[src/common/pmcc_bus_pkg.sv]
// *************************************************************************
// Bus-level types shared by the data decoder, the slaves and the interface.
// *************************************************************************

package pmcc_bus_pkg;

    // Every slave on the data bus carries one 32-bit word per access.
    localparam int WORD_WIDTH = 32;

    // One byte lane per byte of the word.
    localparam int BYTES_PER_WORD = WORD_WIDTH / 8;

    typedef logic [WORD_WIDTH-1:0] word_t;   // Data word on either port.
    typedef logic [31:0] addr_t;             // Byte address.

    // Byte enables, where bit i qualifies bits 8*i+7 down to 8*i of the word.
    typedef logic [BYTES_PER_WORD-1:0] be_t;

endpackage

[src/common/pmcc_mem_pkg.sv]
// *************************************************************************
// Memory map of the data bus. The top nibble of the address picks a region.
// *************************************************************************

package pmcc_mem_pkg;

    // Region select field inside a byte address.
    localparam int REGION_MSB = 31;
    localparam int REGION_LSB = 28;

    typedef logic [REGION_MSB-REGION_LSB:0] region_t;   // Region code.
    typedef logic [REGION_LSB-1:0] ofs_t;                // Offset inside a region.

    // Region codes. Codes 2 and above are unmapped and raise a decode error.
    localparam region_t RAM_REGION  = region_t'(0);
    localparam region_t GPIO_REGION = region_t'(1);

    // GPIO register offsets. The output register is read/write.
    localparam ofs_t GPIO_OUT_OFS = ofs_t'(0);
    // The input register is read-only and returns the synchronized pins.
    localparam ofs_t GPIO_IN_OFS  = ofs_t'(4);

    // RAM size in bytes when the top level is not told otherwise.
    localparam int DEFAULT_RAM_DEPTH = 1024;

endpackage

[src/common/pmcc_data_if.sv]
// *************************************************************************
// Data bus between the region decoder and one slave.
// *************************************************************************
// An access happens on every rising edge with req high. The slave returns
// rdata one cycle later, and there is no handshake or back-pressure.

interface pmcc_data_if;

    import pmcc_bus_pkg::*;

    logic  req;     // Access strobe, one cycle per access.
    addr_t addr;    // Byte address of the access.
    logic  we;      // High for a write, low for a read.
    be_t   be;      // Byte lanes written when we is high.
    word_t wdata;   // Write data, lane aligned.
    word_t rdata;   // Read data, valid the cycle after req.

    // The decoder side drives the request.
    modport master (
        output req, addr, we, be, wdata,
        input  rdata
    );

    // The slave side only returns read data.
    modport slave (
        input  req, addr, we, be, wdata,
        output rdata
    );

endinterface

[src/rtl/pmcc_gpio.sv]
// *************************************************************************
// GPIO register block on the data bus.
// *************************************************************************
// Offset GPIO_OUT_OFS drives the output pins. Offset GPIO_IN_OFS reads the
// input pins after a two-flop synchronizer. Other offsets read as zero.

module pmcc_gpio #(
    parameter int GPIO_WIDTH = 16
) (
    input  logic                  clk,
    input  logic                  rst_n,
    pmcc_data_if.slave            bus,
    input  logic [GPIO_WIDTH-1:0] gpio_in,
    output logic [GPIO_WIDTH-1:0] gpio_out
);

    import pmcc_bus_pkg::*;
    import pmcc_mem_pkg::*;

    ofs_t                  ofs;         // Register offset inside the region.
    logic                  out_wr;      // Write to the output register.
    word_t                 out_merged;  // Output register with new lanes merged.
    word_t                 rd_word;     // Register value for the current read.
    logic [GPIO_WIDTH-1:0] in_meta;     // First synchronizer stage.
    logic [GPIO_WIDTH-1:0] in_sync;     // Second stage, safe to read.

    assign ofs    = bus.addr[REGION_LSB-1:0];
    assign out_wr = bus.req && bus.we && (ofs == GPIO_OUT_OFS);

    // Replace only the enabled byte lanes of the current output value.
    always_comb begin
        out_merged = word_t'(gpio_out);
        for (int i = 0; i < BYTES_PER_WORD; i++)
            if (bus.be[i])
                out_merged[8*i +: 8] = bus.wdata[8*i +: 8];
    end

    always_ff @(posedge clk) begin
        if (!rst_n)
            gpio_out <= '0;
        else if (out_wr)
            gpio_out <= out_merged[GPIO_WIDTH-1:0];  // Lanes above the width drop.
    end

    // Pins are asynchronous to clk, so they pass two flops first.
    always_ff @(posedge clk) begin
        if (!rst_n) begin
            in_meta <= '0;
            in_sync <= '0;
        end else begin
            in_meta <= gpio_in;
            in_sync <= in_meta;
        end
    end

    // Register read mux, zero-extended to the bus word.
    always_comb begin
        case (ofs)
            GPIO_OUT_OFS: rd_word = word_t'(gpio_out);
            GPIO_IN_OFS:  rd_word = word_t'(in_sync);
            default:      rd_word = '0;
        endcase
    end

    always_ff @(posedge clk) begin
        if (bus.req)
            bus.rdata <= rd_word;               // A write returns the old value.
    end

    // The pins must fit in one bus word.
    if (GPIO_WIDTH < 1 || GPIO_WIDTH > 32) begin : g_bad_width
        $error("pmcc_gpio GPIO_WIDTH must be between 1 and 32.");
    end

    // Outputs change only through a bus write.
    out_stable: assert property (
        @(posedge clk) disable iff (!rst_n) !(bus.req && bus.we) |=> $stable(gpio_out)
    ) else $error("gpio_out changed without a write request.");

endmodule

[src/flat_wrapper.sv]
// flat-port wrapper written by rule: the top's interface ports become plain ports
module pmcc_gpio_flat import pmcc_bus_pkg::*; import pmcc_mem_pkg::*;
#(
    parameter int GPIO_WIDTH = 16
)
  (clk, rst_n, gpio_in, gpio_out, bus_req, bus_addr, bus_we, bus_be, bus_wdata, bus_rdata);
  pmcc_data_if bus_i ();
  input  logic clk;
  input  logic rst_n;
  input  logic [GPIO_WIDTH-1:0] gpio_in;
  output logic [GPIO_WIDTH-1:0] gpio_out;
  input wire logic [$bits(bus_i.req)-1:0] bus_req;
  input wire logic [$bits(bus_i.addr)-1:0] bus_addr;
  input wire logic [$bits(bus_i.we)-1:0] bus_we;
  input wire logic [$bits(bus_i.be)-1:0] bus_be;
  input wire logic [$bits(bus_i.wdata)-1:0] bus_wdata;
  output wire logic [$bits(bus_i.rdata)-1:0] bus_rdata;
  assign bus_i.req = bus_req;
  assign bus_i.addr = bus_addr;
  assign bus_i.we = bus_we;
  assign bus_i.be = bus_be;
  assign bus_i.wdata = bus_wdata;
  assign bus_rdata = bus_i.rdata;
  pmcc_gpio #(.GPIO_WIDTH(GPIO_WIDTH)) u_core (.clk(clk), .rst_n(rst_n), .bus(bus_i), .gpio_in(gpio_in), .gpio_out(gpio_out));
endmodule
[config.mk]
export PLATFORM = sky130hd
export DESIGN_NAME = pmcc_gpio_flat
export DESIGN_NICKNAME = d
export VERILOG_FILES = /design/src/common/pmcc_bus_pkg.sv /design/src/common/pmcc_mem_pkg.sv /design/src/common/pmcc_data_if.sv /design/src/rtl/pmcc_gpio.sv /design/src/flat_wrapper.sv
export SDC_FILE = /design/constraint.sdc
export NUM_CORES = 1
export LEC_CHECK = 0
export ABC_AREA = 1
export CAP_MARGIN = 20
export CORE_AREA = 5 5 107 89
export CTS_CLUSTER_DIAMETER = 30
export DETAILED_ROUTE_END_ITERATION = 10
export DIE_AREA = 0 0 112 94
export DONT_BUFFER_PORTS = 1
export HOLD_SLACK_MARGIN = 0.12
export PLACE_DENSITY = 0.47
export SLEW_MARGIN = 10
export SYNTH_ARGS = -nofsm -noshare
export SYNTH_HDL_FRONTEND = slang
export SYNTH_SLANG_ARGS = --single-unit
[constraint.sdc]
create_clock -name clk -period 2.7 [get_ports clk]
set_input_delay 0.135 -clock clk [delete_from_list [all_inputs] [get_ports clk]]
set_output_delay 0.135 -clock clk [all_outputs]
set_load 0.01 [all_outputs]
# [Yosys cells after proc, flatten, opt, wreduce, memory -nomap -nowiden]
# Index checks and enable logic that the tools add are counted.
[word_totals] ff_bits=80 wordCells=12 output_inout_bits=48 input_bits=88
[op_classes] n_eq_ne=1 n_reduce_logical=5 n_mux=1
[ops] cell="$pmux 16 s2" n=1
[ops] cell="$eq 28x3->1 const B" n=1
[ops] cell="$logic_not 28->1" n=1
[ops] cell="$reduce_and 2->1" n=2
[ops] cell="$logic_and 1x1->1" n=2

# [Depth between registers and ports, before layout]
[depth] ltp_word=3 mapped_depth=9 mapped_depth_nobuf=9

# [Least setup slack after synthesis]
# Ideal clock, no wire load.
[synth_path] path_type="input-to-reg" start="input port bus_addr[11]" end="register u_core.bus.rdata[10], data pin" n_path_buf=1 setup_time_ps=130 path_slack_ps=1556 cell_stages=6 arrival_time_ps=1014 required_ps=2570 path_cell_list="nor2_1 nand2_2 nor4_4 buf_6 nand3_2 nand2_1"
[synth_via] elab_chain_len=2 word_cells_on_any_way=3 classes_between="eq/ne (1); mux (1); reduce/logical (1)"
[synth_lines] element="start, declared" line="flat_wrapper.sv:13" source="input wire logic [$bits(bus_i.addr)-1:0] bus_addr;"
[synth_lines] element="$eq 28x3->1 / $logic_not 28->1 (equally long branches)" line="pmcc_gpio.sv:58" source="case (ofs)"
[synth_lines] element="$pmux 16 s2 *" line="pmcc_gpio.sv:58"
[synth_lines] element="net u_core.rd_word[10]" line="pmcc_gpio.sv:23" source="word_t rd_word;"
[synth_lines] element="end signal, assigned" line="pmcc_gpio.sv:67" source="bus.rdata <= rd_word;"
[synth_lines] element="end, declared" line="pmcc_data_if.sv:27" source="output rdata"
# Mark *: on every way through the listed nets, which the timed path passes. The rest lies on a longest branch.
# A chain may end at the register's enable or synchronous reset.

# [Worst setup path in the final report]
[layout_path] start="input port bus_addr[7]" end="register u_core.gpio_out[12]"
[layout_via] elab_chain_len=3
[layout_lines] element="$logic_not 28->1" line="pmcc_gpio.sv:28" source="assign out_wr = bus.req && bus.we && (ofs == GPIO_OUT_OFS);"
[layout_lines] element="$logic_and 1x1->1" line="pmcc_gpio.sv:28"
[layout_lines] element="$reduce_and 2->1 (no source line)"
[layout_lines] element="end signal, assigned" line="pmcc_gpio.sv:42" source="gpio_out <= out_merged[GPIO_WIDTH-1:0];"
[layout_lines] element="end, declared" line="pmcc_gpio.sv:14" source="output logic [GPIO_WIDTH-1:0] gpio_out"
# No other way between the ends.

==> flow_summary_export.csv <==
group,metric,value,unit
synthesis,syn_inst,352,
cts,cts_tree,"built",
timing,drv_slew,0,
worst_hold_path,holdPathEnd,"u_core.gpio_out[1]",
grt,grt_pass1_wl,9.82,mm
timing,slew_headroom,45.1,%
synthesis,synth_edf_count,16,
grt,grt-ovfl-total,0,
grt,antenna_found_initial,0,
place,io_buffers,0,
timing,period_needed,1570,ps
synthesis,ys_types,23,
critical_path,critPathTopFamily,"simple AND/OR/NAND/NOR gates",
final_layout,syn_to_final_growth,21.6,%
critical_path,ff2ff_setup_slack,1690,ps
critical_path,path_buf_inv,1,
worst_hold_path,worst_hold_path_type,"in -> reg",
critical_path,r2r-start,"u_core.in_meta[0]",
timing,setup_viol,0,
critical_path,path_class,"in -> reg",
drt,wire_per_inst,12.1,µm
cts,cts_sinks,64,
timing,worst_pin_slew,821,ps
critical_path,slowest_stage,"dlygate4sd3_1",
place,place_inst,451,
final_layout,fillCellCount,854,
timing,worst_slack,1130,ps
grt,first_global_vias,1874,
synthesis,syn-cell-area,2810,µm²
synthesis,ys_top_cells_by_count,"100 x nand2_1, 80 x inv_1, 48 x dfxtp_1",
die,fp.dieW,112,µm
place,dp_slack,1190,ps
critical_path,reg2regPathDepth,3,
timing,min_period_over_period,58.2,%
die,die-area,10500,µm²
critical_path,startpoint_type,"input pin",
timing,fmax,0.637,GHz
synthesis,synth_most_common_cell,"nand2_1",
drt,route.detailed.drc,0,
grt,grt_max_degree,49,
drt,drt_iter0_markers,75,
critical_path,cp_max_fo,34,
drt,viasPerCell,3.97,
final_layout,final_cells,505,
drt,vias,2007,
final_layout,nets,476,
die,rows,30,
critical_path,rr_endpoint,"u_core.in_sync[0]",
timing,rsz0062_at_grt,"false",
cts,post_cts_resized,0,
die,start_util,33.9,%
timing,fin_tns_setup,0,ps
worst_hold_path,hp-start,"bus_addr[2]",
power,peakVddDrop,0.209,mV
power,p_leak,1.74,nW
place,post-dp-hpwl,4.16,mm
die,coreArea,8300,µm²
synthesis,avgSynthCellArea,7.99,µm²
final_layout,layout-drive-gt1-share,9.67,%
cts,ctsRootBufferMaster,"clkbuf_8",
cts,cts.path.max_buffers,2,
place,gp_congestion,0.738,
final_layout,seqCellArea,1440,µm²
synthesis,synth_area_leaders,"dfxtp_1 34%, edfxtp_1 17%, nand2_1 13%, inv_1 11%, buf_4 4.3%",
synthesis,synth_seq_cells,64,
drt,drt-total-wl,6.12,mm
synthesis,async_flop_share,0,%
critical_path,critPathArrivalTime,1800,ps
critical_path,max_stage_delay,590,ps
synthesis,synth_warnings,0,
final_layout,n_antenna_cell,0,
die,fp.dieH,94,µm
synthesis,yosys.area.top_type,"dfxtp_1",
final_layout,multi_input_area,918,µm²
synthesis,synth_ff_type,"dfxtp_1",
run,max_cap_viol_count,0,
synthesis,synth_top_area_share,34.2,%
status,outcome,"finished, final reports clean",
critical_path,cp-end-kind,"flip-flop",
grt,track_usage,12.2,%
critical_path,cp_cell_sequence,"nor2_1 > nand2_2 > nor2_2 > nand2_2 > nor2_8 > nand4_1 > dlygate4sd3_1 > nand2_1 > nor2_1",
critical_path,critical_path_required,2930,ps
synthesis,ys_seq_area_share,51.3,%
cts,clk_pin_slew,70,ps
cts,numCtsBuffers,9,
drt,ant_nets,0,
worst_hold_path,holdPathStages,8,
timing,fin_worst_skew,4.05,ps
drt,drtPass1Iterations,4,
cts,clk_latency,330,ps
cts,htreeDepth,3,
power,power_density,592,nW/µm²
timing,hold_viol,0,
die,io_pins,136,
==> worst max-delay path by stage <==
| stage | depth (start not counted) | start | slack [ps] | endpoint |
|---|---|---|---|---|
| global placement | 9 | bus_addr[7] | 1200 | u_core.gpio_out[10] |
| CTS | 9 | bus_addr[7] | 1160 | u_core.gpio_out[12] |
| detailed placement | 9 | bus_addr[7] | 1190 | u_core.gpio_out[4] |
| finish | 9 | bus_addr[7] | 1130 | u_core.gpio_out[12] |
| global route | 9 | bus_addr[11] | 950 | u_core.gpio_out[6] |
| floorplan | 6 | bus_addr[11] | 1560 | u_core.bus.rdata[10] |
==> what timing repair did <==
item                      CTS  global route
hold buffers               38             0
hold endpoints to repair   64             0
buffers inserted            0             0
==> state kept, by name (all words and copies together) (netlist names) <==
signal and count:
u_core.in_sync 16, u_core.in_meta 16, u_core.gpio_out 16, u_core.bus.rdata 16
==> where the power goes <==
| group | internal, mW | switching (mW) |
|---|---|---|
| clock network | 0.541 | 0.339 |
| logic | 0.0530 | 0.0657 |
| registers | 1.01 | 0.0140 |
| total | 1.61 | 0.419 |
==> worst register-to-register path, cell delays in order (launching register included) <==
cell and delay [ps]:
dfxtp_1 290, nand2_1 50, dlygate4sd3_1 540, inv_1 30
==> routing by layer <==
| metal | GRT usage [%] | share of wire [%] |
|---|---|---|
| met1 | 16.4 | 48 |
| met2 | 17.8 | 45 |
| met3 | 4.57 | 6.6 |
| met4 | 4.50 | 1.3 |
| met5 | 0 | 0 |
==> through the flow <==
stage / total power [mW] / utilization, % / cell area [µm²] / hold slack [ps]
after floorplan: 1.12 / - / 2870 / 233
after global placement: 1.10 / 33.9 / 2820 / 236
after detailed placement: 1.10 / 33.9 / 2820 / 236
after CTS: 2.07 / 41.2 / 3420 / 365
after global routing: 2.13 / 41.2 / 3420 / 423
final: 2.02 / 41.2 / 3420 / 385
==> layout make-up <==
class | instances | area share [%]
clock inverter | 4 | 2.01
inverter | 82 | 9.00
sequential | 64 | 42.2
multi-input combinational | 192 | 26.9
tap | 112 | 4.10
clock buffer | 12 | 4.24
timing repair buffer | 39 | 11.6
==> logic make-up after synthesis <==
family	synth area share, %
simple gates	30.5
buf+inv	18.1
flops	51.3
other cells	0.133
==> cells in the final DEF, fill, tap and decap left out, types with 2 or more instances in the layout <==
| cell type | instances |
|---|---|
| dlygate4sd3_1 | 37 |
| nand3_2 | 10 |
| nor2_2 | 3 |
| clkbuf_1 | 2 |
| bufinv_16 | 2 |
| clkbuf_8 | 10 |
| nand2_2 | 5 |
| clkinv_1 | 2 |
| nand2_1 | 100 |
| edfxtp_1 | 16 |
| dfxtp_1 | 48 |
| inv_1 | 80 |
| conb_1 | 16 |
| nand4_1 | 16 |
| nand3_1 | 6 |
| nand3_4 | 2 |
| nor2_1 | 30 |
Note: power is estimated with default switching activity, not from simulation.
