**config.mk**
```make
export PLATFORM = sky130hd
export DESIGN_NAME = pmcc_data_bus_flat
export DESIGN_NICKNAME = d
export VERILOG_FILES = /design/src/common/pmcc_bus_pkg.sv /design/src/common/pmcc_mem_pkg.sv /design/src/common/pmcc_data_if.sv /design/src/rtl/pmcc_data_bus.sv /design/src/flat_wrapper.sv
export SDC_FILE = /design/constraint.sdc
export NUM_CORES = 1
export LEC_CHECK = 0
export CORE_AREA = 2 2 119 121
export CTS_CLUSTER_SIZE = 16
export DETAILED_ROUTE_END_ITERATION = 8
export DIE_AREA = 0 0 121 123
export DONT_BUFFER_PORTS = 1
export PLACE_DENSITY = 0.3
export SYNTH_ARGS = -nofsm -noshare
export SYNTH_HDL_FRONTEND = slang
export SYNTH_SLANG_ARGS = --single-unit
```
**constraint.sdc**
```tcl
create_clock -name clk -period 3.58 [get_ports clk]
set_input_delay 0.358 -clock clk [delete_from_list [all_inputs] [get_ports clk]]
set_output_delay 0.358 -clock clk [all_outputs]
set_load 0.05 [all_outputs]
```
**src/common/pmcc_bus_pkg.sv**
```systemverilog
// *************************************************************************
// Bus-level types shared by the data decoder, the slaves and the interface.
// *************************************************************************

package pmcc_bus_pkg;

    // Every slave on the data bus carries one 32-bit word per access.
    localparam int WORD_WIDTH = 32;

    // One byte lane per byte of the word.
    localparam int BYTES_PER_WORD = WORD_WIDTH / 8;

    typedef logic [WORD_WIDTH-1:0] word_t;   // Data word on either port.
    typedef logic [31:0] addr_t;             // Byte address.

    // Byte enables, where bit i qualifies bits 8*i+7 down to 8*i of the word.
    typedef logic [BYTES_PER_WORD-1:0] be_t;

endpackage

```
**src/common/pmcc_mem_pkg.sv**
```systemverilog
// *************************************************************************
// Memory map of the data bus. The top nibble of the address picks a region.
// *************************************************************************

package pmcc_mem_pkg;

    // Region select field inside a byte address.
    localparam int REGION_MSB = 31;
    localparam int REGION_LSB = 28;

    typedef logic [REGION_MSB-REGION_LSB:0] region_t;   // Region code.
    typedef logic [REGION_LSB-1:0] ofs_t;                // Offset inside a region.

    // Region codes. Codes 2 and above are unmapped and raise a decode error.
    localparam region_t RAM_REGION  = region_t'(0);
    localparam region_t GPIO_REGION = region_t'(1);

    // GPIO register offsets. The output register is read/write.
    localparam ofs_t GPIO_OUT_OFS = ofs_t'(0);
    // The input register is read-only and returns the synchronized pins.
    localparam ofs_t GPIO_IN_OFS  = ofs_t'(4);

    // RAM size in bytes when the top level is not told otherwise.
    localparam int DEFAULT_RAM_DEPTH = 1024;

endpackage

```
**src/common/pmcc_data_if.sv**
```systemverilog
// *************************************************************************
// Data bus between the region decoder and one slave.
// *************************************************************************
// An access happens on every rising edge with req high. The slave returns
// rdata one cycle later, and there is no handshake or back-pressure.

interface pmcc_data_if;

    import pmcc_bus_pkg::*;

    logic  req;     // Access strobe, one cycle per access.
    addr_t addr;    // Byte address of the access.
    logic  we;      // High for a write, low for a read.
    be_t   be;      // Byte lanes written when we is high.
    word_t wdata;   // Write data, lane aligned.
    word_t rdata;   // Read data, valid the cycle after req.

    // The decoder side drives the request.
    modport master (
        output req, addr, we, be, wdata,
        input  rdata
    );

    // The slave side only returns read data.
    modport slave (
        input  req, addr, we, be, wdata,
        output rdata
    );

endinterface

```
**src/rtl/pmcc_data_bus.sv**
```systemverilog
// *************************************************************************
// Data-side region decoder.
// *************************************************************************
// The region code in the top address bits picks RAM, GPIO or nothing. The
// request fields go to both slaves and only the strobe is steered. The
// choice is kept for one cycle to pick the returning read data.

module pmcc_data_bus (
    input  logic                clk,
    input  logic                rst_n,
    input  logic                data_req,
    input  logic                data_we,
    input  pmcc_bus_pkg::addr_t data_addr,
    input  pmcc_bus_pkg::be_t   data_be,
    input  pmcc_bus_pkg::word_t data_wdata,
    output pmcc_bus_pkg::word_t data_rdata,
    output logic                data_err,
    pmcc_data_if.master         ram_bus,
    pmcc_data_if.master         gpio_bus
);

    import pmcc_mem_pkg::*;

    // Which slave answers in the current cycle.
    typedef enum logic [1:0] {
        SEL_NONE,   // No access last cycle.
        SEL_RAM,
        SEL_GPIO,
        SEL_ERR     // Access to an unmapped region.
    } sel_t;

    region_t region;    // Region code of the current request.
    sel_t    sel_d;     // Slave selected by the current request.
    sel_t    sel_q;     // Slave whose read data is due now.

    assign region = data_addr[REGION_MSB:REGION_LSB];

    always_comb begin
        sel_d = SEL_NONE;                       // Idle cycle.
        if (data_req) begin
            case (region)
                RAM_REGION:  sel_d = SEL_RAM;
                GPIO_REGION: sel_d = SEL_GPIO;
                default:     sel_d = SEL_ERR;
            endcase
        end
    end

    // Shared request fields. A slave ignores them without its strobe.
    assign ram_bus.addr   = data_addr;
    assign ram_bus.we     = data_we;
    assign ram_bus.be     = data_be;
    assign ram_bus.wdata  = data_wdata;
    assign gpio_bus.addr  = data_addr;
    assign gpio_bus.we    = data_we;
    assign gpio_bus.be    = data_be;
    assign gpio_bus.wdata = data_wdata;

    assign ram_bus.req  = (sel_d == SEL_RAM);   // Only the chosen slave sees req.
    assign gpio_bus.req = (sel_d == SEL_GPIO);

    // The selection lines up with the one-cycle slave latency.
    always_ff @(posedge clk) begin
        if (!rst_n)
            sel_q <= SEL_NONE;
        else
            sel_q <= sel_d;
    end

    // Return data of the slave that was addressed, or zero.
    always_comb begin
        case (sel_q)
            SEL_RAM:  data_rdata = ram_bus.rdata;
            SEL_GPIO: data_rdata = gpio_bus.rdata;
            default:  data_rdata = '0;
        endcase
    end

    assign data_err = (sel_q == SEL_ERR);       // One cycle, aligned with rdata.

    // At most one slave may be addressed per cycle.
    one_hot_strobe: assert property (
        @(posedge clk) disable iff (!rst_n) !(ram_bus.req && gpio_bus.req)
    ) else $error("RAM and GPIO strobes are high together.");

endmodule

```
**src/flat_wrapper.sv**
```systemverilog
// flat-port wrapper written by rule: the top's interface ports become plain ports
module pmcc_data_bus_flat import pmcc_mem_pkg::*;
  (clk, rst_n, data_req, data_we, data_addr, data_be, data_wdata, data_rdata, data_err, ram_bus_req, ram_bus_addr, ram_bus_we, ram_bus_be, ram_bus_wdata, ram_bus_rdata, gpio_bus_req, gpio_bus_addr, gpio_bus_we, gpio_bus_be, gpio_bus_wdata, gpio_bus_rdata);
  pmcc_data_if ram_bus_i ();
  pmcc_data_if gpio_bus_i ();
  input  logic clk;
  input  logic rst_n;
  input  logic data_req;
  input  logic data_we;
  input  pmcc_bus_pkg::addr_t data_addr;
  input  pmcc_bus_pkg::be_t data_be;
  input  pmcc_bus_pkg::word_t data_wdata;
  output pmcc_bus_pkg::word_t data_rdata;
  output logic data_err;
  output wire logic [$bits(ram_bus_i.req)-1:0] ram_bus_req;
  output wire logic [$bits(ram_bus_i.addr)-1:0] ram_bus_addr;
  output wire logic [$bits(ram_bus_i.we)-1:0] ram_bus_we;
  output wire logic [$bits(ram_bus_i.be)-1:0] ram_bus_be;
  output wire logic [$bits(ram_bus_i.wdata)-1:0] ram_bus_wdata;
  input wire logic [$bits(ram_bus_i.rdata)-1:0] ram_bus_rdata;
  output wire logic [$bits(gpio_bus_i.req)-1:0] gpio_bus_req;
  output wire logic [$bits(gpio_bus_i.addr)-1:0] gpio_bus_addr;
  output wire logic [$bits(gpio_bus_i.we)-1:0] gpio_bus_we;
  output wire logic [$bits(gpio_bus_i.be)-1:0] gpio_bus_be;
  output wire logic [$bits(gpio_bus_i.wdata)-1:0] gpio_bus_wdata;
  input wire logic [$bits(gpio_bus_i.rdata)-1:0] gpio_bus_rdata;
  assign ram_bus_req = ram_bus_i.req;
  assign ram_bus_addr = ram_bus_i.addr;
  assign ram_bus_we = ram_bus_i.we;
  assign ram_bus_be = ram_bus_i.be;
  assign ram_bus_wdata = ram_bus_i.wdata;
  assign ram_bus_i.rdata = ram_bus_rdata;
  assign gpio_bus_req = gpio_bus_i.req;
  assign gpio_bus_addr = gpio_bus_i.addr;
  assign gpio_bus_we = gpio_bus_i.we;
  assign gpio_bus_be = gpio_bus_i.be;
  assign gpio_bus_wdata = gpio_bus_i.wdata;
  assign gpio_bus_i.rdata = gpio_bus_rdata;
  pmcc_data_bus u_core (.clk(clk), .rst_n(rst_n), .data_req(data_req), .data_we(data_we), .data_addr(data_addr), .data_be(data_be), .data_wdata(data_wdata), .data_rdata(data_rdata), .data_err(data_err), .ram_bus(ram_bus_i), .gpio_bus(gpio_bus_i));
endmodule
```
# Word level (Yosys, flattened, before mapping)
# Index checks and enable logic that the tools add are counted.
[totals]
mem_bits_ro = 0
in_bits = 136
mem_bits_rw = 0
memories = 0
word_cells = 11
latch_bits = 0
out_inout_bits = 173
reg_bits = 2
[op_classes]
order_cmp = 0
reduce_logical = 1
n_div = 0
n_bitwise = 0
mul = 0
shifts = 0
eq_ne = 6
addsub = 0
muxes = 3
[ops]
columns = ["op", "count"]
rows = [
  ["32-bit case mux with 2 select lines", 1],
  ["2-bit == test, second input constant", 3],
  ["2-bit by 1-bit == test with 1-bit output, second input constant", 2],
  ["4-bit by 1-bit == test with 1-bit output, second input constant", 1],
  ["4-bit zero test", 1],
  ["2-bit case mux with 2 select lines", 1],
  ["2-bit 2-to-1 mux", 1],
]

# Depth between registers and ports, before layout
# Gate-level depths: netlist of the first run.
[logic_depth]
word_depth = 4
mapped_depth = 5
depth_no_buf = 4

# Worst setup path after synthesis of the first run
# OpenSTA, ideal clock, no wires.
[synth_timing]
kind = "reg-to-output"
start = "register u_core.sel_q[0]"
end = "output port data_rdata[10]"
arrival_time_ps = 1588
slack_ps = 1634
n_path_buf = 1
t_required_ps = 3222
stages_incl_launch_ff = 5
cell_sequence = "dfxtp_1 -> inv_1 -> ha_1 -> clkbuf_1 -> nor2_1"
[synth_between]
elab_chain_len = 2
elab_cells_between_ends = 3
cone_classes = "eq/ne: 2; mux: 1"
[synth_rtl]
columns = ["item", "line_no", "rtl"]
rows = [
  ["start, declared", "pmcc_data_bus.sv:34", "sel_t sel_q;"],
  ["start signal, assigned", "pmcc_data_bus.sv:67", "sel_q <= sel_d;"],
  ["2-bit == test / 2-bit by 1-bit == test with 1-bit output (equally long branches)", "pmcc_data_bus.sv:72", "case (sel_q)"],
  ["32-bit case mux with 2 select lines (*)", "pmcc_data_bus.sv:72", ""],
  ["end, declared", "flat_wrapper.sv:13", "output pmcc_bus_pkg::word_t data_rdata;"],
]
# Every way passes the cells marked *; elsewhere a longest branch is shown, timed or not.

# Worst setup path after layout of the first run
[layout_timing]
start = "register u_core.sel_q[1]"
end = "output port data_rdata[18]"
# The elaborated chain is that of the path after synthesis.

==> results of run 1 <==
power breakdown:
group / switching [uW] / internal, uW
sequential: 1.04 / 23.8
clock: 24.3 / 142
combinational: 103 / 44.0
layout by cell type, fill, tap and decap left out:
master	instances
buf_12	1
a22oi_1	29
a22oi_2	3
a21oi_1	2
buf_4	35
ha_1	3
clkbuf_16	3
dfxtp_1	2
nand2_1	1
and3_1	2
nor2_1	32
inv_1	3
nor3_2	1
logic make-up (layout without fill, tap and decap cells):
kind of cell,Yosys count,in the layout,share of synthesized area
AO/OA/AOI/OAI,34,34,0.164
adder cells (fa/ha/maj),3,3,0.0232
buffers and inverters,150,42,0.698
flip-flops,2,2,0.0247
AND/OR/NAND/NOR,36,36,0.0905
per-stage QoR:
| stage | cells | area (um^2) | power, uW | setup WS [ps] |
|---|---|---|---|---|
| 6_report | 297 | 1080 | 338 | 1200 |
| 5_1_grt | 297 | 1080 | 355 | 1010 |
| 4_1_cts | 297 | 1080 | 345 | 1140 |
| 3_5_place_dp | 294 | 1010 | 175 | 1380 |
| 3_3_place_gp | 294 | 1010 | 173 | 1450 |
| 2_1_floorplan | 225 | 1620 | 554 | 1630 |
worst paths after layout:
kind	start	end	slack, ps	cells past startpoint
hold / removal	data_addr[28]	u_core.sel_q[0]	230	1
setup / recovery	u_core.sel_q[1]	data_rdata[18]	1200	6
metal layers:
metal,vias to the layer above,GRT usage
met1,388,0.0397
met4,0,0.0632
li1,380,-
met2,87,0.0734
met3,57,0.0129
met5,-,0
critical path: cells and delay by family (launching register included):
kind,cells,cell delay (ps)
compound gates,1,90
fa+ha+maj,1,640
buf+inv,3,610
flops,1,320
simple gates,1,140
cells in the mapped netlist:
| library cell | count | share of area |
|---|---|---|
| buf_4 | 138 | 0.64 |
| buf_2 | 2 | 0.0062 |
| a22oi_2 | 3 | 0.023 |
| and3_1 | 2 | 0.0077 |
| dfxtp_1 | 2 | 0.025 |
| a22oi_1 | 29 | 0.13 |
| inv_1 | 3 | 0.0070 |
| nor3_2 | 1 | 0.0062 |
| ha_1 | 3 | 0.023 |
| nor2_1 | 32 | 0.074 |
| a21oi_1 | 2 | 0.0062 |
| clkbuf_1 | 1 | 0.0023 |
| buf_6 | 6 | 0.042 |
| nand2_1 | 1 | 0.0023 |
final cells by class:
cell class / instances / area (um^2) / area share
flip-flops and latches: 2 / 40.0 / 0.0370
inverters: 3 / 11.3 / 0.0104
clock buffers: 3 / 75.1 / 0.0693
repair buffers: 36 / 283 / 0.261
well taps: 180 / 225 / 0.208
multi-input cells: 73 / 449 / 0.415
==> results by group, run 1 <==
Cells and area
  – Biggest regs: u_core.sel_q (2)
  – Ant. Diodes: 0
  – Max reg flops: 2
  – Largest Register: u_core.sel_q
  – Fin util: 0.0796
  – Share of post-route cells with drive strength above 1: 0.368
  – Fin nets: between 200 and 300
  – Filler instances: about 1600
  – Synth-to-layout area growth: -33.0%

CTS
  – Post-CTS Setup Bufs: 0
  – CTS tree: yes
  – CTS root buf: clkbuf_16
  – Post-cts resize count: 0
  – CTS Hold Bufs: 0
  – CTS max path bufs: 2
  – CTS clk-pin slew, worst paths: 30 ps
  – Total CTS buffers: 3
  – H-tree levels: 1
  – Sink Count: 2

Critical path
  – Max FO, Critical Path: 18
  – Slowest CP cell: ha_1
  – CP Launch Type: flip-flop
  – Max incr delay on CP: between 600 and 700 ps
  – Cell Chain, Critical Path: inv_1, ha_1, buf_4, a22oi_1, nor2_1, buf_4
  – CP arrival: between 2000 and 2500 ps
  – Most used cell, CP: buf_4
  – Critical path type: flip-flop to output pin
  – CP Capture Type: output pin
  – Critical path required time: 3220 ps

Power and ir drop
  – IR Drop Worst-Case VDD: approximately 0.23 mV
  – Leakage: roughly 0.0004 uW
  – PD cells: about 310 mW/mm^2

Logic synthesis
  – YS warnings: 0
  – Post-Syn Area: 0.00162 mm^2
  – Mapped Cells: approximately 230
  – Sequential cell area fraction in the yosys report: 0.0247
  – Syn nets: roughly 360
  – Seq cells post-synth: 2
  – Mean Syn Cell Area: 7.19 um^2
  – Distinct cells, synth: 14

Global route
  – Gr ovfl total: 0
  – Vias in the first global route: ~1000
  – Largest net degree at the start of global routing: 19
  – First-pass GRT wire length: roughly 5100 um
  – Initial antenna violation count: 0
  – Total track usage: 0.0454

Die
  – I/O pins: ~300
  – Die H: between 100 and 150 um
  – Initial Util: 0.119
  – Core Rows: 43
  – Core area: 0.0136 mm^2
  – Die ar.: roughly 0.015 mm^2
  – Die X-Extent: between 100 and 150 um

Timing
  – Endpoints failing setup: 0
  – Sum of negative setup slack: 0 ps
  – RSZ-0062 raised after global routing: no
  – Final period util: 0.666
  – Final Hold Fails: 0
  – Hold WS: between 200 and 250 ps
  – Fin crit period: 2380 ps
  – Final Slew Violations: 0
  – Slew HR: 0.471
  – Max Clk Rate: 420 MHz
  – Tightest Pin Transition: between 700 and 800 ps

Drt
  – Metal-1 WL: 1130 um
  – ANT nets after route: 0
  – Met2 wire len: between 1500 and 2000 um
  – DRT iter0 DRCs: 27
  – DR vias: between 900 and 1000
  – Top layer in use: met4
  – Drt drc: 0
  – Vias/cell: 3.07
  – Final WL: about 3800 um
  – Met3 WL: between 400 and 500 um
  – Detailed-routing iteration count for the pre-antenna-repair pass: 4
  – Drt wl/cell: approximately 13 um

Worst hold path
  – Hold Path Class: primary input to flip-flop

Run
  – Max-cap violations: 0

Place
  – Dpl hpwl: about 3200 um
  – Port bufs: 0
  – Final GP Congestion: around 0.63

Outcome
  – Outcome: finished clean
Note: power is estimated with default switching activity, not from simulation.
==> run 2, diff against run 1 <==
- ABC_AREA: not set -> 1
- CORE_AREA: 2 2 119 121 -> 2 2 120 122
- DIE_AREA: 0 0 121 123 -> 0 0 122 124
- clock period: 3.58 -> 2.1 ns (I/O delays scaled with it)
==> results by group, run 2 <==
Cells and area
  – Synth-to-layout area growth: -6.81%
  – Fin util: 0.118 (+0.0389)
  – Sequential cell area: 40.0 um^2 (unchanged)
  – Largest Register: u_core.sel_q
  – Filler instances: 1583 (-1.7%)
  – Multi-input gate area: 589 um^2 (+31%)
  – Commonest cells after routing, fill and taps aside: 67 x nand2_1, 31 x buf_12, 29 x a21oi_2, 8 x buf_4
  – Ant. Diodes: 0 (unchanged)
  – Commonest non-fill, non-tap cell in the layout: nand2_1
  – Share of post-route cells with drive strength above 1: 0.459 (+0.0911)
  – Max reg flops: 2 (unchanged)
  – Fin nets: 298 (+16%)
  – Non-filler cells, final: 337 (+13%)
  – Biggest regs: u_core.sel_q (2)

Timing
  – Fin crit period: 1800 ps
  – Sum of negative setup slack: 0 ps (unchanged)
  – Endpoints failing setup: 0 (unchanged)
  – Final period util: 0.857
  – Max Clk Rate: 555 MHz
  – Final Hold Fails: 0 (unchanged)
  – Final Slew Violations: 0 (unchanged)
  – Setup WS post-layout: 300 ps (-897 ps)
  – RSZ-0062 raised after global routing: no
  – Tightest Pin Transition: 512 ps (-282 ps)
  – Slew HR: 0.660 (+0.189)

Die
  – Core Rows: 43 (unchanged)
  – Die X-Extent: 122 um (+0.83%)
  – Core area: 0.0137 mm^2 (+0.79%)
  – Die H: 124 um (+0.81%)
  – Initial Util: 0.127 (+0.00828)
  – Die ar.: 0.0151 mm^2 (+1.6%)
  – I/O pins: 309 (unchanged)

Critical path
  – Critical path type: flip-flop to output pin
  – CP Capture Type: output pin
  – Cell Chain, Critical Path: inv_1, ha_2, buf_12, nand2_1, a21oi_2, buf_12
  – CP Launch Type: flip-flop
  – CP arrival: 1590 ps (-440 ps)
  – Most used cell, CP: buf_12
  – Max incr delay on CP: 320 ps (-320 ps)
  – Max FO, Critical Path: 23 (+5)
  – Critical path required time: 1890 ps (-1330 ps)
  – Slowest CP cell: ha_2

Worst hold path
  – Hold Path End: u_core.sel_q[1]
  – Cells on Worst Hold Path: 2 (+1)
  – Hold Path Class: primary input to flip-flop
  – Hold path startpoint: data_req

Place
  – Dpl hpwl: 3500 um (+11%)
  – Final GP Congestion: 0.624 (-0.94%)
  – Port bufs: 0 (unchanged)
  – Dpl cells: 334 (+14%)
  – Post-place setup slack: 488 ps (-892 ps)

Global route
  – Initial antenna violation count: 0 (unchanged)
  – Vias in the first global route: 1126 (+16%)
  – Largest net degree at the start of global routing: 24 (+5)
  – Gr ovfl total: 0 (unchanged)
  – First-pass GRT wire length: 6050 um (+18%)
  – Total track usage: 0.0528 (+0.00739)

Logic synthesis
  – Post-synth top flop: dfxtp_1
  – Sequential cell area fraction in the yosys report: 0.0230 (-0.00179)
  – Distinct cells, synth: 10 (-4)
  – Synth top area share: 0.598 (-0.0421)
  – Syn nets: 401 (+10%)
  – Ys async rst share: 0 (unchanged)
  – EDFF count, synth: 0 (unchanged)
  – Mapped Cells: 262 (+16%)
  – YS warnings: 0 (unchanged)
  – Dominant cells by area after synthesis: buf_4 60%, a21oi_2 15%, nand2_1 14%
  – Seq cells post-synth: 2 (unchanged)
  – Synth area leader: buf_4
  – Mean Syn Cell Area: 6.66 um^2 (-7.4%)
  – Top-count cell post-synth: buf_4
  – Post-Syn Area: 0.00174 mm^2 (+7.8%)
  – Top post-synthesis cells by count: 139 x buf_4, 67 x nand2_1, 29 x a21oi_2

Run
  – Max-cap violations: 0 (unchanged)

CTS
  – CTS clk-pin slew, worst paths: 30 ps (about the same)
  – H-tree levels: 1 (unchanged)
  – CTS tree: yes
  – Sink Count: 2 (unchanged)
  – Post-CTS Setup Bufs: 0 (unchanged)
  – Total CTS buffers: 3 (unchanged)
  – Post-cts resize count: 0 (unchanged)
  – CTS root buf: clkbuf_16
  – CTS Hold Bufs: 0 (unchanged)
  – CTS max path bufs: 2 (unchanged)

Drt
  – Drt wl/cell: 12.7 um (-1.0%)
  – ANT nets after route: 0 (unchanged)
  – DRT iter0 DRCs: 24 (-11%)
  – Drt drc: 0 (unchanged)
  – Final WL: 4270 um (+12%)
  – Detailed-routing iteration count for the pre-antenna-repair pass: 4 (unchanged)
  – Vias/cell: 3.03 (-1.3%)
  – DR vias: 1021 (+12%)

Power and ir drop
  – IR Drop Worst-Case VDD: 0.484 mV (+110%)
  – PD cells: 417 mW/mm^2 (+34%)
  – Leakage: 0.000507 uW (+26%)

Outcome
  – Outcome: finished clean
[run 2: cell count changes in the layout (fill, tap and decap cells not counted), sizes merged]
cell | previous run | this run
a21oi | 2 | 34
a22oi | 32 | 0
and3 | 2 | 0
buf | 36 | 39
inv | 3 | 4
nand2 | 1 | 67
nor2 | 32 | 5
nor3 | 1 | 0
[run 2: final cells by class]
cell class,count,share of cell area
Clock buffer,3,0.0462
Inverter,4,0.00924
Tap cell,180,0.139
Multi-Input combinational cell,109,0.363
Timing Repair Buffer,39,0.419
Sequential cell,2,0.0246
[run 2: metrics by stage]
stage          hold slack (ps)  area [um^2]  power [uW]
2_1_floorplan              350         1740         958
3_3_place_gp               403         1550         401
3_5_place_dp               400         1550         403
4_1_cts                    172         1630         692
5_1_grt                    194         1630         713
6_report                   165         1630         677
[run 2: cells by family after synthesis]
kind of cell | synth area share
AO/OA/AOI/OAI | 0.160
buffers and inverters | 0.641
adder cells (fa/ha/maj) | 0.0215
flip-flops | 0.0230
AND/OR/NAND/NOR | 0.155
[run 2: how the worst max path moves through the flow]
stage | slack, ps | endpoint | depth (start not counted) | startpoint
3_3_place_gp | 520 | data_rdata[29] | 6 | u_core.sel_q[0]
2_1_floorplan | 200 | data_rdata[14] | 4 | u_core.sel_q[0]
5_1_grt | 180 | data_rdata[24] | 6 | u_core.sel_q[0]
3_5_place_dp | 490 | data_rdata[24] | 6 | u_core.sel_q[0]
4_1_cts | 260 | data_rdata[24] | 6 | u_core.sel_q[0]
6_report | 300 | data_rdata[24] | 6 | u_core.sel_q[0]
[run 2: metal layers]
layer | part of all wire | wire, um | track usage | up-vias
li1 | - | - | - | 461
met4 | 0.070 | 298 | 0.0524 | 0
met5 | 0 | 0 | 0 | -
met1 | 0.30 | 1300 | 0.0491 | 428
met2 | 0.50 | 2120 | 0.0897 | 87
met3 | 0.13 | 550 | 0.0179 | 45
[run 2: worst max-delay path, delay by kind of cell (launching register included)]
family                     cells  cell delay (ps)
buffers and inverters          3              430
adders and majority gates      1              320
DFF                            1              310
AOI/OAI and AO/OA              1              190
and+or+nand+nor                1              110
[run 2: power by group]
| part | internal (uW) | leakage (uW) | switching (uW) |
|---|---|---|---|
| Combinational | 140 | 0.000453 | 213 |
| Clock | 242 | 0.0000370 | 40.1 |
| Sequential | 40.6 | 0.0000166 | 1.84 |
